### config.mk
export PLATFORM = sky130hd
export DESIGN_NAME = ifetch_predecode_flat
export DESIGN_NICKNAME = d
export VERILOG_FILES = /design/src/design/fetch_pkg.sv /design/src/design/fetch_if.sv /design/src/design/ifetch_predecode.sv /design/src/flat_wrapper.sv
export SDC_FILE = /design/constraint.sdc
export NUM_CORES = 1
export LEC_CHECK = 0
export ABC_CLOCK_PERIOD_IN_PS = 6500
export BUFFER_PORTS_ARGS = -buffer_cell sky130_fd_sc_hd__buf_2
export CORE_ASPECT_RATIO = 1.5
export CORE_MARGIN = 2
export CORE_UTILIZATION = 44
export DETAILED_ROUTE_END_ITERATION = 12
export HOLD_SLACK_MARGIN = 0.12
export PLACE_DENSITY = 0.83
export SLEW_MARGIN = 40
export SYNTH_ARGS = -nofsm -noshare
export SYNTH_HDL_FRONTEND = slang
export SYNTH_SLANG_ARGS = --single-unit
export TNS_END_PERCENT = 100
### constraint.sdc
create_clock -name clk -period 6.5 [get_ports clk]
set_clock_uncertainty 0.1 [all_clocks]
set_input_delay 0.65 -clock clk [delete_from_list [all_inputs] [get_ports clk]]
set_output_delay 0.65 -clock clk [all_outputs]
set_load 0.05 [all_outputs]
### src/design/fetch_pkg.sv
/* Instruction fetch types and opcode constants shared by the predecoder,
   the fetch queue and the return predictor */
`default_nettype none

package fetch_pkg;

	// ========================================================================
	// Address and instruction widths
	// ========================================================================

	// Byte address of a fetched instruction
	typedef logic [43:0] pc_address_t;

	// One complete instruction word, all instructions are five bytes
	typedef logic [39:0] instruction_t;

	// Opcode field taken from the low bits of the instruction word
	typedef logic [6:0] opcode_t;

	// Classification made by predecode and carried along with every word
	typedef enum logic [1:0] {
		KIND_OTHER = 2'd0,
		KIND_CALL  = 2'd1,
		KIND_RET   = 2'd2
	} insn_kind_t;

	// Opcode values that identify subroutine linkage
	localparam opcode_t CALL_OPCODE = 7'h54;
	localparam opcode_t RET_OPCODE  = 7'h55;

	// A call returns to the instruction right after it
	localparam int INSN_BYTES = 5;

	// ========================================================================
	// Fetch queue sizing
	// ========================================================================
	localparam int FETCH_QUEUE_DEPTH = 4;
	localparam int FETCH_QUEUE_PTR_W = $clog2(FETCH_QUEUE_DEPTH);

	// Pointers wrap on their own since the depth is a power of two
	typedef logic [FETCH_QUEUE_PTR_W-1:0] fq_ptr_t;
	// Occupancy needs one extra bit to tell full from empty
	typedef logic [FETCH_QUEUE_PTR_W:0] fq_count_t;

endpackage

`default_nettype wire

### src/design/fetch_if.sv
/* Valid/ready channel for classified instructions, used between predecode,
   the fetch queue and the return predictor */
`timescale 1ns/1ps
`default_nettype none

interface fetch_if;

	// Handshake, a transfer happens on a clock edge with both high
	logic valid;
	logic ready;

	// Payload, held stable by the source while valid waits for ready
	fetch_pkg::pc_address_t pc;
	fetch_pkg::instruction_t insn;
	fetch_pkg::insn_kind_t kind;

	// Side that offers instructions
	modport source (
		output valid,
		output pc,
		output insn,
		output kind,
		input ready
	);

	// Side that takes instructions
	modport sink (
		input valid,
		input pc,
		input insn,
		input kind,
		output ready
	);

endinterface

`default_nettype wire

### src/design/ifetch_predecode.sv
/* First fetch stage. Registers each incoming instruction word and tags it as
   call, return or other from its opcode before handing it on */
`timescale 1ns/1ps
`default_nettype none

module ifetch_predecode (
	input wire logic clk,
	input wire logic rst,
	input wire logic in_valid,
	output logic in_ready,
	input fetch_pkg::pc_address_t in_pc,
	input fetch_pkg::instruction_t in_insn,
	fetch_if.source q
);

	// ========================================================================
	// Opcode classification
	// ========================================================================
	fetch_pkg::opcode_t opcode;
	fetch_pkg::insn_kind_t kind_next;

	// The opcode sits in the lowest bits of the word
	assign opcode = in_insn[6:0];

	always_comb begin
		if (opcode == fetch_pkg::CALL_OPCODE)
			kind_next = fetch_pkg::KIND_CALL;
		else if (opcode == fetch_pkg::RET_OPCODE)
			kind_next = fetch_pkg::KIND_RET;
		else
			kind_next = fetch_pkg::KIND_OTHER;
	end

	// ========================================================================
	// One-entry pipeline register
	// ========================================================================
	logic full;
	fetch_pkg::pc_address_t pc_r;
	fetch_pkg::instruction_t insn_r;
	fetch_pkg::insn_kind_t kind_r;
	logic accept;

	// Room is available when empty, or when the held word leaves this cycle
	assign in_ready = !full || q.ready;
	assign accept = in_valid && in_ready;

	always_ff @(posedge clk or posedge rst) begin
		if (rst)
			full <= 1'b0;
		else if (accept)
			full <= 1'b1;
		else if (q.ready)
			full <= 1'b0;
	end

	// Payload only changes on acceptance, so it stays stable while stalled
	always_ff @(posedge clk) begin
		if (accept) begin
			pc_r <= in_pc;
			insn_r <= in_insn;
			kind_r <= kind_next;
		end
	end

	assign q.valid = full;
	assign q.pc = pc_r;
	assign q.insn = insn_r;
	assign q.kind = kind_r;

endmodule

`default_nettype wire

### src/flat_wrapper.sv
// flat-port wrapper written by rule: the top's interface ports become plain ports
module ifetch_predecode_flat 
  (clk, rst, in_valid, in_ready, in_pc, in_insn, q_valid, q_pc, q_insn, q_kind, q_ready);
  fetch_if q_i ();
  input wire logic clk;
  input wire logic rst;
  input wire logic in_valid;
  output logic in_ready;
  input fetch_pkg::pc_address_t in_pc;
  input fetch_pkg::instruction_t in_insn;
  output wire logic [$bits(q_i.valid)-1:0] q_valid;
  output wire logic [$bits(q_i.pc)-1:0] q_pc;
  output wire logic [$bits(q_i.insn)-1:0] q_insn;
  output wire logic [$bits(q_i.kind)-1:0] q_kind;
  input wire logic [$bits(q_i.ready)-1:0] q_ready;
  assign q_valid = q_i.valid;
  assign q_pc = q_i.pc;
  assign q_insn = q_i.insn;
  assign q_kind = q_i.kind;
  assign q_i.ready = q_ready;
  ifetch_predecode u_core (.clk(clk), .rst(rst), .in_valid(in_valid), .in_ready(in_ready), .in_pc(in_pc), .in_insn(in_insn), .q(q_i));
endmodule
Word-level counts from Yosys, hierarchy flattened. Index checks and enable logic that the tools add are counted.

Reductions and logical operators: 4. Equal/unequal tests: 2. Multiplexer cells: 3.

Operators by type and width (count): 7-bit equality test (second input constant) (2); 1-bit 2-to-1 mux (2); 2-bit 2-to-1 mux (1); 2-bit nonzero test (1); 1-bit logical AND (1); 1-bit zero test (1); 1-bit logical OR (1).

Output and inout port bits: 88. Flip-flop bits (word level): 87. Word-level logic and storage cells: 13. Input bits: 88.

Logic depth before layout (Yosys ltp).
Depth after elaboration: 4. Mapped depth: 2. Gate-level depth less buffers: 2.

Least setup slack after synthesis. OpenSTA, ideal clock, no wires.

Kind: in2reg. From: input port q_ready. To: register u_core.insn_r[0], in the netlist u_core.q.insn[0] (enable). Slack: 2754 ps. Stages: 2. Arrival time: 3192 ps. Cell sequence: nand2b_1 -> and2_1.

Cells in the longest elaborated chain, start to end: 2.

Ends and longest elaborated chain: from (decl) (line flat_wrapper.sv:15) `input wire logic [$bits(q_i.ready)-1:0] q_ready;`; 1-bit logical OR (line ifetch_predecode.sv:44) `assign in_ready = !full || q.ready;`; 1-bit logical AND (line ifetch_predecode.sv:45) `assign accept = in_valid && in_ready;`; named net u_core.accept (line ifetch_predecode.sv:41) `logic accept;`; to (signal assigned) (line ifetch_predecode.sv:60) `insn_r <= in_insn;`; to (decl) (line ifetch_predecode.sv:39) `fetch_pkg::instruction_t insn_r;`.

The timed path passes the listed nets, and every way through them passes these cells. A chain may end at the register's enable or synchronous reset.

Worst setup path after layout.
From: input port q_ready. To: output port in_ready.

Cells in the longest elaborated chain, start to end: 1.

Ends and longest elaborated chain: 1-bit logical OR (line ifetch_predecode.sv:44); to (decl) (line flat_wrapper.sv:8) `output logic in_ready;`.

Every way passes these cells.

==> key figures <==
Synth
  • Count of unique library cells instantiated by Yosys: 9
  • Multiplexer share of the synthesized area: 0%
  • Fraction of synthesized cell area in xor and xnor cells: 0%
  • Net Count, Synth: 183
  • Cell area after technology mapping: 2670 um^2
  • Gate count of the mapped netlist: 95
  • Yosys warnings: 0
  • Compound-cell area share of the yosys netlist: 0%
  • Sequential fraction of the synthesis area: 97.7%
  • Synth Area in Simple Gates: 2.11%
  • Fraction of the mapped netlist area in adder cells: 0%
  • Largest family of logic cells by synthesized area: simple AND/OR/NAND/NOR gates
  • Flip-flop and latch count after synthesis: 87
  • Syn avg cell area: 28.1 um^2

Detailed routing
  • Post-detailed-route count of antenna-violating nets: 0
  • DRT iter0 DRCs: between 150 and 200
  • Routed via count divided by cell count: 4.45
  • Drt first pass iters: 4
  • DRC errors left: 0
  • Final routed wire length divided by cell count: 15.9 um
  • Number of vias after detailed routing: between 1500 and 2000
  • Total wire length after detailed routing: approximately 5700 um

Die
  • Die area: 6710 um^2
  • Core area: 5830 um^2
  • DIE HEIGHT: slightly below 100 um
  • Row Count: 34
  • Total I/O pin count: between 150 and 200
  • Chip Width: 67.6 um
  • Initial Utilization: 45.8%

Pwr
  • Fraction of power consumed by combinational cells: 14.9%
  • Clock share of power: roughly 30%
  • Areal power density over the cells: slightly above 300 nW/um^2
  • Leakage power figure: 1.64 nW
  • Worst voltage drop across the vdd grid: 0.202 mV
  • Power consumption: roughly 1.2 mW
  • Total net switching power: 0.317 mW
  • Sequential power share: about 56%
  • Net switching share of the total power: 26.8%
  • Cell internal pwr: just under 0.9 mW

Worst hold path
  • Hold Crit Class: in -> reg
  • Hold Crit Depth: 1

GRT
  • Antenna violations before repair: 0
  • Vias in the first global route: between 1500 and 2000
  • Wire length of the first global-routing pass: 8050 um
  • Largest net degree at the start of global routing: 45
  • GRT Resource Usage Total: 17.3%
  • Total global routing overflow: 0

Worst setup path
  • Total number of cells along the worst setup path: 3
  • Crit path launch type: input pin
  • Critical Path Slowest Stage Cell: sky130_fd_sc_hd__buf_2
  • Crit path max fanout: 3
  • Critical path origin: q_ready
  • Setup crit end kind: output port
  • Worst setup path end: in_ready
  • Arrival @ worst endpoint: about 1.1 ns
  • Worst setup path category: in -> out
  • Worst EP required: 5.75 ns
  • Startpoint of the worst register-to-register path: u_core.q.valid
  • Worst reg2reg path depth: 3
  • Buffer and inverter count on the worst path: 2
  • Category of cells accounting for the largest share of critical-path delay: buffers and inverters
  • Crit path top cell by count: sky130_fd_sc_hd__buf_2
  • Reg-to-reg critical path endpoint: u_core.q.pc[20]
  • Worst path cell trace: buf_2 > nand2b_1 > buf_2
  • Peak per-stage delay on the critical path: 0.28 ns
  • Setup slack of the most critical reg-to-reg path: approximately 4.7 ns

Cells and area
  • Area growth from synthesis to layout: 44.5%
  • Proportion of layout cells with a drive suffix above 1: 66.3%
  • Final instance count without filler cells: 360
  • Area of all placed cells without fillers: 3850 um^2
  • Total of fill cells in the finished design: 400
  • Total inserted antenna cells: 0
  • # nets final: 371

Timing
  • Maximum clock frequency: around 530 MHz
  • Slew Limit Headroom: 62.0%
  • Final setup fails: 0
  • Final Critical Period: about 1.9 ns
  • Worst hold slack across all endpoints: 0.377 ns
  • Final number of hold-violating endpoints: 0
  • Final period utilization: 29.1%
  • Setup repair after global routing missed its margin: no
  • Final count of pins violating max slew: 0
  • Actual transition at the worst max-transition pin: 0.569 ns
  • Final TNS setup: 0 ns

Clock tree
  • Clock sink count: 87
  • Clk Tree Root Cell: sky130_fd_sc_hd__clkbuf_8
  • Clock buffers created by TritonCTS: 9
  • Post-CTS sizing: 0
  • Clock-pin slew reported for the worst setup and hold paths after clock tree synthesis: about 0.080 ns
  • Maximum count of clock buffers along a single path: 2
  • Post-CTS Setup Bufs: 0
  • Clock insertion delay at the later pin of the skew report: 0.33 ns
  • CTS tree: built
  • Hold buffers post-CTS: 1
  • Htree depth: 3

Job
  • Count of maximum capacitance violations: 0

Placed design
  • Cell total after placement: 343
  • Half-perimeter wire length of the detailed placement result: 4380 um
  • Final weighted congestion of routability-driven global placement: 0.723
  • Placed cell areas: 3660 um^2
  • Number of buffers added on ports: 175

Outcome
  • Result of the run: finished clean
==> sequential cells by signal (all words and copies together) (netlist names) <==
signal,count
u_core.q.pc,44
u_core.q.kind,2
u_core.q.valid,1
u_core.q.insn,40
==> worst min path at each step <==
stage	start	slack (ns)	end
2_1_floorplan	rst	0.28	u_core.q.valid
3_3_place_gp	rst	0.38	u_core.q.valid
3_5_place_dp	rst	0.39	u_core.q.valid
4_1_cts	in_insn[13]	0.36	u_core.q.insn[13]
5_1_grt	in_pc[15]	0.35	u_core.q.pc[15]
6_report	in_pc[16]	0.38	u_core.q.pc[16]
==> through the flow <==
step,setup WS (ns),util (%)
floorplan,2.75,-
global placement,4.30,62.4
detailed placement,4.35,62.7
CTS,4.61,66.1
global route,4.58,66.1
finish,4.61,66.1
==> synth_stat cells <==
| cell | instances | share of area (%) |
|---|---|---|
| sky130_fd_sc_hd__and2_1 | 1 | 0.23 |
| sky130_fd_sc_hd__nor2_1 | 1 | 0.14 |
| sky130_fd_sc_hd__dfrtp_1 | 1 | 0.94 |
| sky130_fd_sc_hd__nand3b_1 | 1 | 0.28 |
| sky130_fd_sc_hd__nand2b_1 | 2 | 0.47 |
| sky130_fd_sc_hd__nor4b_2 | 1 | 0.56 |
| sky130_fd_sc_hd__edfxtp_1 | 86 | 97 |
| sky130_fd_sc_hd__nand4bb_1 | 1 | 0.42 |
| sky130_fd_sc_hd__inv_1 | 1 | 0.14 |
==> cells by family after synthesis <==
| group | Yosys count |
|---|---|
| DFF | 87 |
| and+or+nand+nor | 7 |
| buffers and inverters | 1 |
==> per-layer routing <==
layer  wire length (um)  track usage, %  vias up
li1                   -               -      756
met1               1910            17.8      763
met2               3330            30.5       77
met3                413            6.00        7
met4                 77            8.01        0
met5                  0               0        -
==> final cells by class <==
cell class              count  area (um^2)  share of cell area [%]
inverters                   1         3.75                  0.0974
repair buffers            177          906                    23.5
multi-input cells           7         58.8                    1.53
clock buffers              10          128                    3.31
clock inverters             6         61.3                    1.59
well taps                  72         90.1                    2.34
flip-flops and latches     87         2610                    67.6
==> power by group through the flow <==
stage	Combinational, mW	Sequential (mW)	Clock, mW
after detailed placement	0.178	0.673	0
after floorplan	0.0130	0.780	0
after CTS	0.179	0.660	0.361
after global placement	0.173	0.672	0
after global routing	0.184	0.663	0.378
final	0.177	0.660	0.350
==> cells in the final DEF (no fill, tap or decap) <==
cell and n:
sky130_fd_sc_hd__buf_2 175, sky130_fd_sc_hd__edfxtp_1 86, sky130_fd_sc_hd__clkbuf_8 9, sky130_fd_sc_hd__nand2b_1 2, sky130_fd_sc_hd__clkinv_1 2, sky130_fd_sc_hd__clkinvlp_4 2, sky130_fd_sc_hd__and2_4 1, sky130_fd_sc_hd__inv_1 1
sky130_fd_sc_hd__nand4bb_1 1, sky130_fd_sc_hd__nor4b_2 1, sky130_fd_sc_hd__nand3b_1 1, sky130_fd_sc_hd__nor2_1 1, sky130_fd_sc_hd__bufinv_16 1, sky130_fd_sc_hd__clkbuf_1 1, sky130_fd_sc_hd__clkinv_4 1, sky130_fd_sc_hd__dlygate4sd3_1 1
sky130_fd_sc_hd__buf_12 1, sky130_fd_sc_hd__dfrtp_1 1
Note: power is estimated with default switching activity, not from simulation.
