`config.mk`:
```
export PLATFORM = sky130hd
export DESIGN_NAME = fetch_queue_flat
export DESIGN_NICKNAME = d
export VERILOG_FILES = /design/src/design/fetch_pkg.sv /design/src/design/fetch_if.sv /design/src/design/fetch_queue.sv /design/src/flat_wrapper.sv
export SDC_FILE = /design/constraint.sdc
export NUM_CORES = 1
export LEC_CHECK = 0
export BUFFER_PORTS_ARGS = -buffer_cell sky130_fd_sc_hd__buf_2
export CORE_MARGIN = 2
export CORE_UTILIZATION = 55
export CTS_CLUSTER_DIAMETER = 120
export DETAILED_ROUTE_END_ITERATION = 8
export PLACE_DENSITY = 0.76
export SLEW_MARGIN = 30
export SYNTH_ARGS = -nofsm -noshare
export SYNTH_HDL_FRONTEND = slang
export SYNTH_SLANG_ARGS = --single-unit
```
`constraint.sdc`:
```
create_clock -name clk -period 3.9 [get_ports clk]
set_clock_uncertainty 0.2 [all_clocks]
set_input_delay 0.39 -clock clk [delete_from_list [all_inputs] [get_ports clk]]
set_output_delay 0.39 -clock clk [all_outputs]
set_load 0.02 [all_outputs]
```
`src/design/fetch_pkg.sv`:
```
/* Instruction fetch types and opcode constants shared by the predecoder,
   the fetch queue and the return predictor */
`default_nettype none

package fetch_pkg;

	// ========================================================================
	// Address and instruction widths
	// ========================================================================

	// Byte address of a fetched instruction
	typedef logic [43:0] pc_address_t;

	// One complete instruction word, all instructions are five bytes
	typedef logic [39:0] instruction_t;

	// Opcode field taken from the low bits of the instruction word
	typedef logic [6:0] opcode_t;

	// Classification made by predecode and carried along with every word
	typedef enum logic [1:0] {
		KIND_OTHER = 2'd0,
		KIND_CALL  = 2'd1,
		KIND_RET   = 2'd2
	} insn_kind_t;

	// Opcode values that identify subroutine linkage
	localparam opcode_t CALL_OPCODE = 7'h54;
	localparam opcode_t RET_OPCODE  = 7'h55;

	// A call returns to the instruction right after it
	localparam int INSN_BYTES = 5;

	// ========================================================================
	// Fetch queue sizing
	// ========================================================================
	localparam int FETCH_QUEUE_DEPTH = 4;
	localparam int FETCH_QUEUE_PTR_W = $clog2(FETCH_QUEUE_DEPTH);

	// Pointers wrap on their own since the depth is a power of two
	typedef logic [FETCH_QUEUE_PTR_W-1:0] fq_ptr_t;
	// Occupancy needs one extra bit to tell full from empty
	typedef logic [FETCH_QUEUE_PTR_W:0] fq_count_t;

endpackage

`default_nettype wire

```
`src/design/fetch_if.sv`:
```
/* Valid/ready channel for classified instructions, used between predecode,
   the fetch queue and the return predictor */
`timescale 1ns/1ps
`default_nettype none

interface fetch_if;

	// Handshake, a transfer happens on a clock edge with both high
	logic valid;
	logic ready;

	// Payload, held stable by the source while valid waits for ready
	fetch_pkg::pc_address_t pc;
	fetch_pkg::instruction_t insn;
	fetch_pkg::insn_kind_t kind;

	// Side that offers instructions
	modport source (
		output valid,
		output pc,
		output insn,
		output kind,
		input ready
	);

	// Side that takes instructions
	modport sink (
		input valid,
		input pc,
		input insn,
		input kind,
		output ready
	);

endinterface

`default_nettype wire

```
`src/design/fetch_queue.sv`:
```
/* Small circular FIFO that decouples predecode from return prediction.
   Written on the sink side, the head is offered on the source side */
`timescale 1ns/1ps
`default_nettype none

module fetch_queue (
	input wire logic clk,
	input wire logic rst,
	fetch_if.sink wr,
	fetch_if.source rd
);

	// ========================================================================
	// Storage, payload only so no reset is applied
	// ========================================================================
	fetch_pkg::pc_address_t pc_mem [fetch_pkg::FETCH_QUEUE_DEPTH];
	fetch_pkg::instruction_t insn_mem [fetch_pkg::FETCH_QUEUE_DEPTH];
	fetch_pkg::insn_kind_t kind_mem [fetch_pkg::FETCH_QUEUE_DEPTH];

	// ========================================================================
	// Pointers and occupancy
	// ========================================================================
	fetch_pkg::fq_ptr_t wr_ptr;
	fetch_pkg::fq_ptr_t rd_ptr;
	fetch_pkg::fq_count_t count;
	logic do_wr;
	logic do_rd;

	// Both flags depend on the count and nothing else, which keeps
	// ready free of any path from the downstream ready
	assign wr.ready = (count != fetch_pkg::fq_count_t'(fetch_pkg::FETCH_QUEUE_DEPTH));
	assign rd.valid = (count != '0);

	assign do_wr = wr.valid && wr.ready;
	assign do_rd = rd.valid && rd.ready;

	always_ff @(posedge clk or posedge rst) begin
		if (rst) begin
			wr_ptr <= '0;
			rd_ptr <= '0;
			count <= '0;
		end
		else begin
			if (do_wr)
				wr_ptr <= wr_ptr + 1'b1;
			if (do_rd)
				rd_ptr <= rd_ptr + 1'b1;
			// A write and a read together leave the count where it is
			if (do_wr && !do_rd)
				count <= count + 1'b1;
			else if (do_rd && !do_wr)
				count <= count - 1'b1;
		end
	end

	always_ff @(posedge clk) begin
		if (do_wr) begin
			pc_mem[wr_ptr] <= wr.pc;
			insn_mem[wr_ptr] <= wr.insn;
			kind_mem[wr_ptr] <= wr.kind;
		end
	end

	// Head of the queue is visible the cycle after it was written
	assign rd.pc = pc_mem[rd_ptr];
	assign rd.insn = insn_mem[rd_ptr];
	assign rd.kind = kind_mem[rd_ptr];

endmodule

`default_nettype wire

```
`src/flat_wrapper.sv`:
```
// flat-port wrapper written by rule: the top's interface ports become plain ports
module fetch_queue_flat 
  (clk, rst, wr_valid, wr_pc, wr_insn, wr_kind, wr_ready, rd_valid, rd_pc, rd_insn, rd_kind, rd_ready);
  fetch_if wr_i ();
  fetch_if rd_i ();
  input wire logic clk;
  input wire logic rst;
  input wire logic [$bits(wr_i.valid)-1:0] wr_valid;
  input wire logic [$bits(wr_i.pc)-1:0] wr_pc;
  input wire logic [$bits(wr_i.insn)-1:0] wr_insn;
  input wire logic [$bits(wr_i.kind)-1:0] wr_kind;
  output wire logic [$bits(wr_i.ready)-1:0] wr_ready;
  output wire logic [$bits(rd_i.valid)-1:0] rd_valid;
  output wire logic [$bits(rd_i.pc)-1:0] rd_pc;
  output wire logic [$bits(rd_i.insn)-1:0] rd_insn;
  output wire logic [$bits(rd_i.kind)-1:0] rd_kind;
  input wire logic [$bits(rd_i.ready)-1:0] rd_ready;
  assign wr_i.valid = wr_valid;
  assign wr_i.pc = wr_pc;
  assign wr_i.insn = wr_insn;
  assign wr_i.kind = wr_kind;
  assign wr_ready = wr_i.ready;
  assign rd_valid = rd_i.valid;
  assign rd_pc = rd_i.pc;
  assign rd_insn = rd_i.insn;
  assign rd_kind = rd_i.kind;
  assign rd_i.ready = rd_ready;
  fetch_queue u_core (.clk(clk), .rst(rst), .wr(wr_i), .rd(rd_i));
endmodule
```
# ---- Word level (Yosys, flattened, before mapping)
# Memory sizes are Yosys's and may differ from the RTL's.
# Cells that the tools add are included.
# W data, S select, Z words.
dict set report word_totals {
  elab_cells 23
  mem_count 3
  ram_bits 344
  input_bits 90
  output_inout_bits 88
  regBits 7
}
# memory depth width rd rd_ports_with_merged_regs wr line_no
set mem_list {}
lappend mem_list {u_core.pc_mem 4 44 1 0 1 fetch_queue.sv:16} ;# fetch_pkg::pc_address_t pc_mem [fetch_pkg::FETCH_QUEUE_DEPTH];
lappend mem_list {u_core.insn_mem 4 40 1 0 1 fetch_queue.sv:17} ;# fetch_pkg::instruction_t insn_mem [fetch_pkg::FETCH_QUEUE_DEPTH];
lappend mem_list {u_core.kind_mem 4 2 1 0 1 fetch_queue.sv:18} ;# fetch_pkg::insn_kind_t kind_mem [fetch_pkg::FETCH_QUEUE_DEPTH];
dict set report classes {
  addsub 4
  eq_ne 1
  mux 4
  n_reduce_logical 8
}
# op count
set op_table {}
lappend op_table {{$mux W3} 2}
lappend op_table {{$add A2 B1 Y2 const B} 2}
lappend op_table {{$logic_and A1 B1 Y1} 4}
lappend op_table {{$add A3 B1 Y3 const B} 1}
lappend op_table {{$ne A3 B3 Y1 const B} 1}
lappend op_table {{$reduce_bool A3 Y1} 1}
lappend op_table {{$sub A3 B1 Y3 const B} 1}
lappend op_table {{$logic_not A1 Y1} 2}
lappend op_table {{$mux W1} 2}
lappend op_table {{$reduce_bool A2 Y1} 1}

# ---- Logic depth before layout (Yosys ltp)
# Gate-level depths: netlist of run 1.
dict set report depth {
  word_depth 6
  ltp_mapped 8
  ltp_nobuf 8
}

# ---- Worst setup path before layout of run 1
# No wires, ideal clock.
dict set report synth_timing {
  path_type {register to register}
  from {register u_core.count[0]}
  to {memory u_core.insn_mem[0][0] (netlist bit) (enable)}
  setup_time_ns 0.454
  period_less_slack_ns 3.433
  required_time_ns 3.246
  slack_ns 0.467
  path_stages_with_launch 4
  t_arrival_ns 2.779
  path_buffers 0
  cell_sequence {dfrtp_1 > nor2_1 > a21boi_2 > and2_1}
}
dict set report synth_between {
  elab_chain_cells 4
}
# element line_no
set synth_lines {}
lappend synth_lines {{start, declared} fetch_queue.sv:25} ;# fetch_pkg::fq_count_t count;
lappend synth_lines {{start signal, assigned} fetch_queue.sv:50} ;# count <= count + 1'b1;
lappend synth_lines {{start signal, assigned} fetch_queue.sv:52} ;# count <= count - 1'b1;
lappend synth_lines {{$ne A3 B3 Y1} fetch_queue.sv:31} ;# assign wr.ready = (count != fetch_pkg::fq_count_t'(fetch_pkg::FETCH_QUEUE_DEPTH));
lappend synth_lines {{$logic_and A1 B1 Y1} fetch_queue.sv:34} ;# assign do_wr = wr.valid && wr.ready;
lappend synth_lines {{net u_core.do_wr} fetch_queue.sv:26} ;# logic do_wr;
lappend synth_lines {{$mux W1} fetch_queue.sv:57} ;# if (do_wr) begin
lappend synth_lines {{$mux W1 (not written as such)} fetch_queue.sv:59} ;# insn_mem[wr_ptr] <= wr.insn;
lappend synth_lines {{end, declared} fetch_queue.sv:17}
# The timed path passes the listed nets, and every way through them passes these cells.

# ---- Worst setup path after layout of run 1
dict set report layout_timing {
  from {register u_core.rd_ptr[0]}
  to {output rd_kind[1]}
}
dict set report layout_between {
  elab_chain_cells 1
}
# element line_no
set layout_lines {}
lappend layout_lines {{start, declared} fetch_queue.sv:24} ;# fetch_pkg::fq_ptr_t rd_ptr;
lappend layout_lines {{start signal, assigned} fetch_queue.sv:47} ;# rd_ptr <= rd_ptr + 1'b1;
lappend layout_lines {{$mem_v2 Z4 W2} -}
lappend layout_lines {{end, declared} flat_wrapper.sv:16} ;# output wire logic [$bits(rd_i.kind)-1:0] rd_kind;
# Every way passes these cells.

==> results of run 1 <==
[state kept, by name, indices dropped and copies added (netlist names)]
register and cells:
u_core.pc_mem 176, u_core.kind_mem 8, u_core.insn_mem 160, u_core.wr_ptr 2
u_core.count 3, u_core.rd_ptr 2
[cell families (layout without fill, tap and decap cells)]
family          Yosys count  after routing
simple gates             10             10
buf+inv                  24            338
compound gates            1              1
other cells               0              1
flops                   351            351
fa+ha+maj                 6              6
mux                      88             88
xor+xnor                  6              6
[where the power goes]
part	total (mW)	switching [mW]	internal [mW]
Clock	3.19	1.28	1.91
Combinational	3.78	2.19	1.59
Sequential	5.31	0.313	4.99
Total	12.3	3.78	8.50
[routing by layer]
layer	vias to the layer above	track usage, %	wire, um
li1	2676	-	-
met2	178	36.5	13200
met3	43	3.74	1090
met4	0	7.03	580
met1	3152	25.4	9360
met5	-	0	0
[per-stage QoR]
stage / hold WS [ps] / worst slack, ps
2_1_floorplan: -6.60 / 467
3_3_place_gp: 136 / 1440
3_5_place_dp: 150 / 1400
4_1_cts: 166 / 869
5_1_grt: 194 / 775
6_report: 184 / 942
[worst max-delay path, cell delays in order (launching register included)]
cell     delay [ps]
dfrtp_4         620
buf_4           470
mux4_2          590
buf_2           180
[worst min path at each step]
| stage | from | endpoint | slack (ps) | depth (start not counted) |
|---|---|---|---|---|
| after floorplan | rst | u_core.count[0]$_DFFE_PP0P_ | -7 | 1 |
| after detailed placement | rst | u_core.count[2]$_DFFE_PP0P_ | 150 | 2 |
| after global placement | rst | u_core.count[2]$_DFFE_PP0P_ | 140 | 2 |
| after global routing | wr_valid | u_core.wr_ptr[0]$_DFFE_PP0P_ | 190 | 3 |
| after CTS | rst | u_core.count[0]$_DFFE_PP0P_ | 170 | 3 |
| final | rst | u_core.count[0]$_DFFE_PP0P_ | 180 | 3 |
[repair_timing]
item	in CTS	in global routing
hold buffers	88	0
buffers inserted	0	0
endpoints found under the hold margin	353	0
[layout make-up]
cell class / count / area, um2
Sequential cell: 351 / 10500
Fill cell: 1343 / 6690
Multi-Input combinational cell: 111 / 2170
Timing Repair Buffer: 274 / 1900
Clock buffer: 40 / 937
Tap cell: 313 / 392
Clock inverter: 20 / 165
Inverter: 4 / 15.0
Antenna cell: 1 / 2.50
[layout by cell type, fill, tap and decap left out, types with 3 or more instances in the layout]
cell type      instances
edfxtp_1             344
and2_4                 4
bufinv_16              3
clkinv_1              11
buf_12                 5
clkbuf_1               3
clkbuf_16             37
dlygate4sd3_1         88
clkinv_2               5
xnor2_1                4
buf_2                177
mux4_2                86
ha_1                   5
buf_4                  4
dfrtp_1                5
inv_1                  4
==> flow_summary.yaml, run 1 <==
logic_synthesis:
  async_flop_share_pct: 1.99
  synth_top_area_cell: "edfxtp_1"
  synth-seq-cells: 351
  synthCells: 486
  synth.net_count: 582
  synth-edff-count: 344
  synth.avg_cell_area_um2: 26.4
  synthMuxAreaShare_pct: 15.3
  netlist_area_um2: 12800
  synth_area_leaders: "edfxtp_1 (81%), mux4_2 (15%), dfrtp_1 (1.4%)"
  yosysUniqueCellTypes: 21
  yosysWarnings: 0
  synthMostInstantiatedCell: "edfxtp_1"
  synth_simple_gate_area_share_pct: 0.400
  synth_common_cells: "edfxtp_1 (344), mux4_2 (86), buf_2 (8)"
  synth_fa_ha_area_share_pct: 0.644
  synth_compound_area_share_pct: 0.0878
  ys_seq_area_share_pct: 81.9
  yosysTopAreaCellShare_pct: 80.6
  ys.flop_type: "edfxtp_1"
  synth_top_family_by_area: "multiplexers"
  synth_xor_area_share_pct: 0.410
route:
  drc: 0
  postRouteAntennaNets: 0
  via_count: 6049
  wl_um: 24200
  drtPass1Iterations: 4
  wl_per_cell_um: 21.8
  viasPerCell: 5.43
  drtIter0Drc: 394
timing:
  fin_crit_ps: 2960
  setup_viol: 0
  fin_setup_tns_ps: 0
  rsz0062_at_grt: "no"
  slew_headroom_pct: 61.8
  fmax_ghz: 0.338
  worst_pin_slew_ps: 573
  period_share_pct: 75.9
  finalHoldViolations: 0
  slew_viol_final: 0
clocking:
  cts_sinks: 351
  cts_buffers: 36
  h-tree-depth: 2
  cts_resized: 0
  clockRootBuffer: "clkbuf_16"
  cts_tree: "built"
  path_clk_slew_ps: 50
  clockBufferDepth: 3
  clk_latency_ps: 490
global_routing:
  grt_pass1_vias: 6568
  grt_max_degree: 57
  grt_antenna_before_repair: 1
  grtUsageTotal_pct: 20.4
  grt_overflow_total: 0
  grt_pass1_wl_um: 36900
worst_setup_path:
  cp.required_ps: 3310
  r2r_end: "u_core.pc_mem[2][41]$_DFFE_PP_"
  reg2reg_depth: 4
  critPathKind: "flop to output port"
  startpoint: "u_core.rd_ptr[0]$_DFFE_PP0P_"
  crit_path_end_kind: "output port"
  endpoint: "rd_kind[1]"
  rrSetupSlack_ps: 1410
  cp-start-kind: "flop"
  cp_max_fo: 22
  r2r_start: "u_core.count[0]$_DFFE_PP0P_"
  cp.arrival_ps: 2370
cells_and_area:
  layout.nets: 874
  final_core_util_pct: 70.6
  drive_gt1_share_pct: 40.9
  finish.instance_area_um2: 16100
  area_delta_synth_final_pct: 25.5
  final_cells: 1114
floorplan:
  die_x_um: 157
  dieHeight_um: 157
  core_um2: 22800
  boundaryPins: 178
  rows: 55
  dieArea_um2: 24500
  start_util_pct: 56.3
outcome:
  status: "complete, no violations"
placed_design:
  post-place-cells: 965
  gp_congestion: 0.719
  port_buffers: 177
  placed_area_um2: 14100
  dp_hpwl_um: 14000
power:
  irDropWorstVdd_mv: 0.444
  total_power_mw: 12.3
  power.leakage_nw: 5.57
  powerDensity_nw_per_um2: 763
job:
  drv_cap: 0
min_path:
  hold_class: "primary input to async pin"
No activity file was read; power rests on OpenSTA's default activity.
==> run 2: changes to the inputs <==
ABC_AREA = 1   (was unset)
PLACE_DENSITY = 0.75   (was 0.76)
clock period = 3.05 ns   (was 3.9 ns; I/O delays follow)
==> run 2 against run 1 <==
Sequential cell count unchanged. Cell count up 51%. Critical endpoint is now rd_pc[43]. Highest routed layer unchanged. Non-clock buffer count up 11. Via count up 41%. Setup slack worse by 660 ps. Design area up 7.5%. Clock power up 24%.
==> flow_summary.yaml, run 2 <==
timing:
  fmax_ghz: 0.361
  fin_crit_ps: 2770
  slew_viol_final: 0
  setup_viol: 0
  finalHoldViolations: 0
  period_share_pct: 90.7
  rsz0062_at_grt: "no"
  fin_setup_tns_ps: 0
  worst_pin_slew_ps: 633
  slew_headroom_pct: 57.8
route:
  wl_um: 26300
  postRouteAntennaNets: 0
  drtPass1Iterations: 5
  drtIter0Drc: 499
  via_count: 8543
  drc: 0
  wl_per_cell_um: 15.6
  viasPerCell: 5.08
logic_synthesis:
  yosysWarnings: 0
  synth_top_area_cell: "edfxtp_1"
  synth.avg_cell_area_um2: 13.2
  ys.flop_type: "edfxtp_1"
  ys_seq_area_share_pct: 74.9
  synthMostInstantiatedCell: "edfxtp_1"
  async_flop_share_pct: 1.99
  synth.net_count: 1160
  synthCells: 1064
  synth-edff-count: 344
  yosysTopAreaCellShare_pct: 73.7
  synth-seq-cells: 351
  yosysUniqueCellTypes: 17
  netlist_area_um2: 14000
  synth_area_leaders: "edfxtp_1 (74%), o211ai_1 (9.2%), nand2_1 (7.4%)"
  synth_common_cells: "edfxtp_1 (344), nand2_1 (275), inv_1 (187)"
global_routing:
  grt_pass1_wl_um: 41400
  grt_pass1_vias: 8381
  grtUsageTotal_pct: 19.9
  grt_antenna_before_repair: 1
  grt_overflow_total: 0
  grt_max_degree: 105
worst_setup_path:
  cp-start-kind: "flop"
  critPathKind: "flop to output port"
  cp.required_ps: 2540
  rrSetupSlack_ps: 760
  cp_max_fo: 104
  cp.arrival_ps: 2260
  crit_path_end_kind: "output port"
clocking:
  clockRootBuffer: "clkbuf_16"
  clk_latency_ps: 500
  h-tree-depth: 2
  path_clk_slew_ps: 60
  cts_buffers: 35
  cts_sinks: 351
  cts_tree: "built"
  clockBufferDepth: 3
  cts_resized: 0
placed_design:
  port_buffers: 177
  gp_congestion: 0.723
  placed_area_um2: 15300
  dp_hpwl_um: 14400
floorplan:
  boundaryPins: 178
  core_um2: 25100
  rows: 58
  die_x_um: 164
  dieArea_um2: 26800
  dieHeight_um: 164
  start_util_pct: 55.8
cells_and_area:
  top_regs: "u_core.pc_mem: 176 flops, u_core.insn_mem: 160 flops, u_core.kind_mem: 8 flops"
  ff_latch_area_um2: 10500
  regMostFlops: "u_core.pc_mem"
  final_common_cell: "edfxtp_1"
  layout_common_cells: "edfxtp_1 (344), nand2_1 (275), inv_1 (187)"
  finish.instance_area_um2: 17300
  largest_reg_flops: 176
  layout.nets: 1425
  multi_input_area_um2: 2510
  drive_gt1_share_pct: 18.3
  fill_cells: 1695
  area_delta_synth_final_pct: 23.3
power:
  irDropWorstVdd_mv: 0.640
  powerDensity_nw_per_um2: 965
  power.leakage_nw: 7.01
  total_power_mw: 16.7
min_path:
  hold_class: "primary input to async pin"
job:
  drv_cap: 0
outcome:
  status: "complete, no violations"
==> run 2: metal layers <==
| layer | share of wire [%] | GRT usage, % | vias to the layer above |
|---|---|---|---|
| li1 | - | - | 4238 |
| met1 | 41 | 23.8 | 4055 |
| met2 | 51 | 35.8 | 207 |
| met3 | 5.8 | 4.60 | 43 |
| met4 | 2.0 | 6.22 | 0 |
| met5 | 0 | 0 | - |
==> run 2: cell type report <==
type	instances	share of cell area (%)
inverter	189	4.15
clock buffer	41	5.32
multi-input combinational	467	14.5
sequential	351	60.8
clock inverter	19	0.883
timing repair buffer	285	12.0
tap	330	2.39
antenna	1	0.0145
==> run 2: power breakdown <==
part | leakage [nW] | internal, mW | switching (mW)
sequential | 3.23 | 6.34 | 0.223
clock | 0.517 | 2.32 | 1.64
combinational | 3.26 | 1.93 | 4.23
total | 7.01 | 10.6 | 6.09
==> run 2: path summary, 6_finish.rpt <==
check / start / cells after the start / to
worst max-delay path: u_core.rd_ptr[0]$_DFFE_PP0P_ / 6 / rd_pc[43]
worst min-delay path: rst / 3 / u_core.rd_ptr[1]$_DFFE_PP0P_
worst max register to register: u_core.count[0]$_DFFE_PP0P_ / 9 / u_core.count[1]$_DFFE_PP0P_
worst min register to register: u_core.count[2]$_DFFE_PP0P_ / 2 / u_core.count[2]$_DFFE_PP0P_
max in group asynchronous: rst / 3 / u_core.rd_ptr[1]$_DFFE_PP0P_
min in group clk: u_core.count[2]$_DFFE_PP0P_ / 2 / u_core.count[2]$_DFFE_PP0P_
==> run 2: kinds of logic (layout without fill, tap and decap cells) <==
kind of cell	after synthesis	count (layout)	share of synthesized area (%)
AND/OR/NAND/NOR	287	287	7.76
adder cells (fa/ha/maj)	6	6	0.589
flip-flops	351	351	74.9
XOR/XNOR	1	1	0.0625
buffers and inverters	246	534	7.42
other	0	1	0
AO/OA/AOI/OAI	173	173	9.25
==> run 2: stage by stage <==
stage | instances | hold slack (ps) | setup WS (ps) | utilization (%)
3_3_place_gp | 1533 | 60.9 | 836 | 61.0
5_1_grt | 1683 | 128 | 115 | 68.9
6_report | 1683 | 98.2 | 283 | 68.9
3_5_place_dp | 1533 | 59.3 | 762 | 61.0
2_1_floorplan | 1064 | -91.6 | -775 | -
4_1_cts | 1682 | 110 | 281 | 68.9
==> run 2: repair_timing <==
item | 4_1_cts | 5_1_grt
hold buffers | 89 | 0
buffers inserted | 0 | 0
endpoints found under the hold margin | 355 | 0
==> run 2: critical path, stage by stage (launching register included) <==
cell and delay [ps]:
dfrtp_1 450, inv_8 440, buf_4 350, nand2_1 80
o211ai_1 90, nand2_1 100, buf_2 170
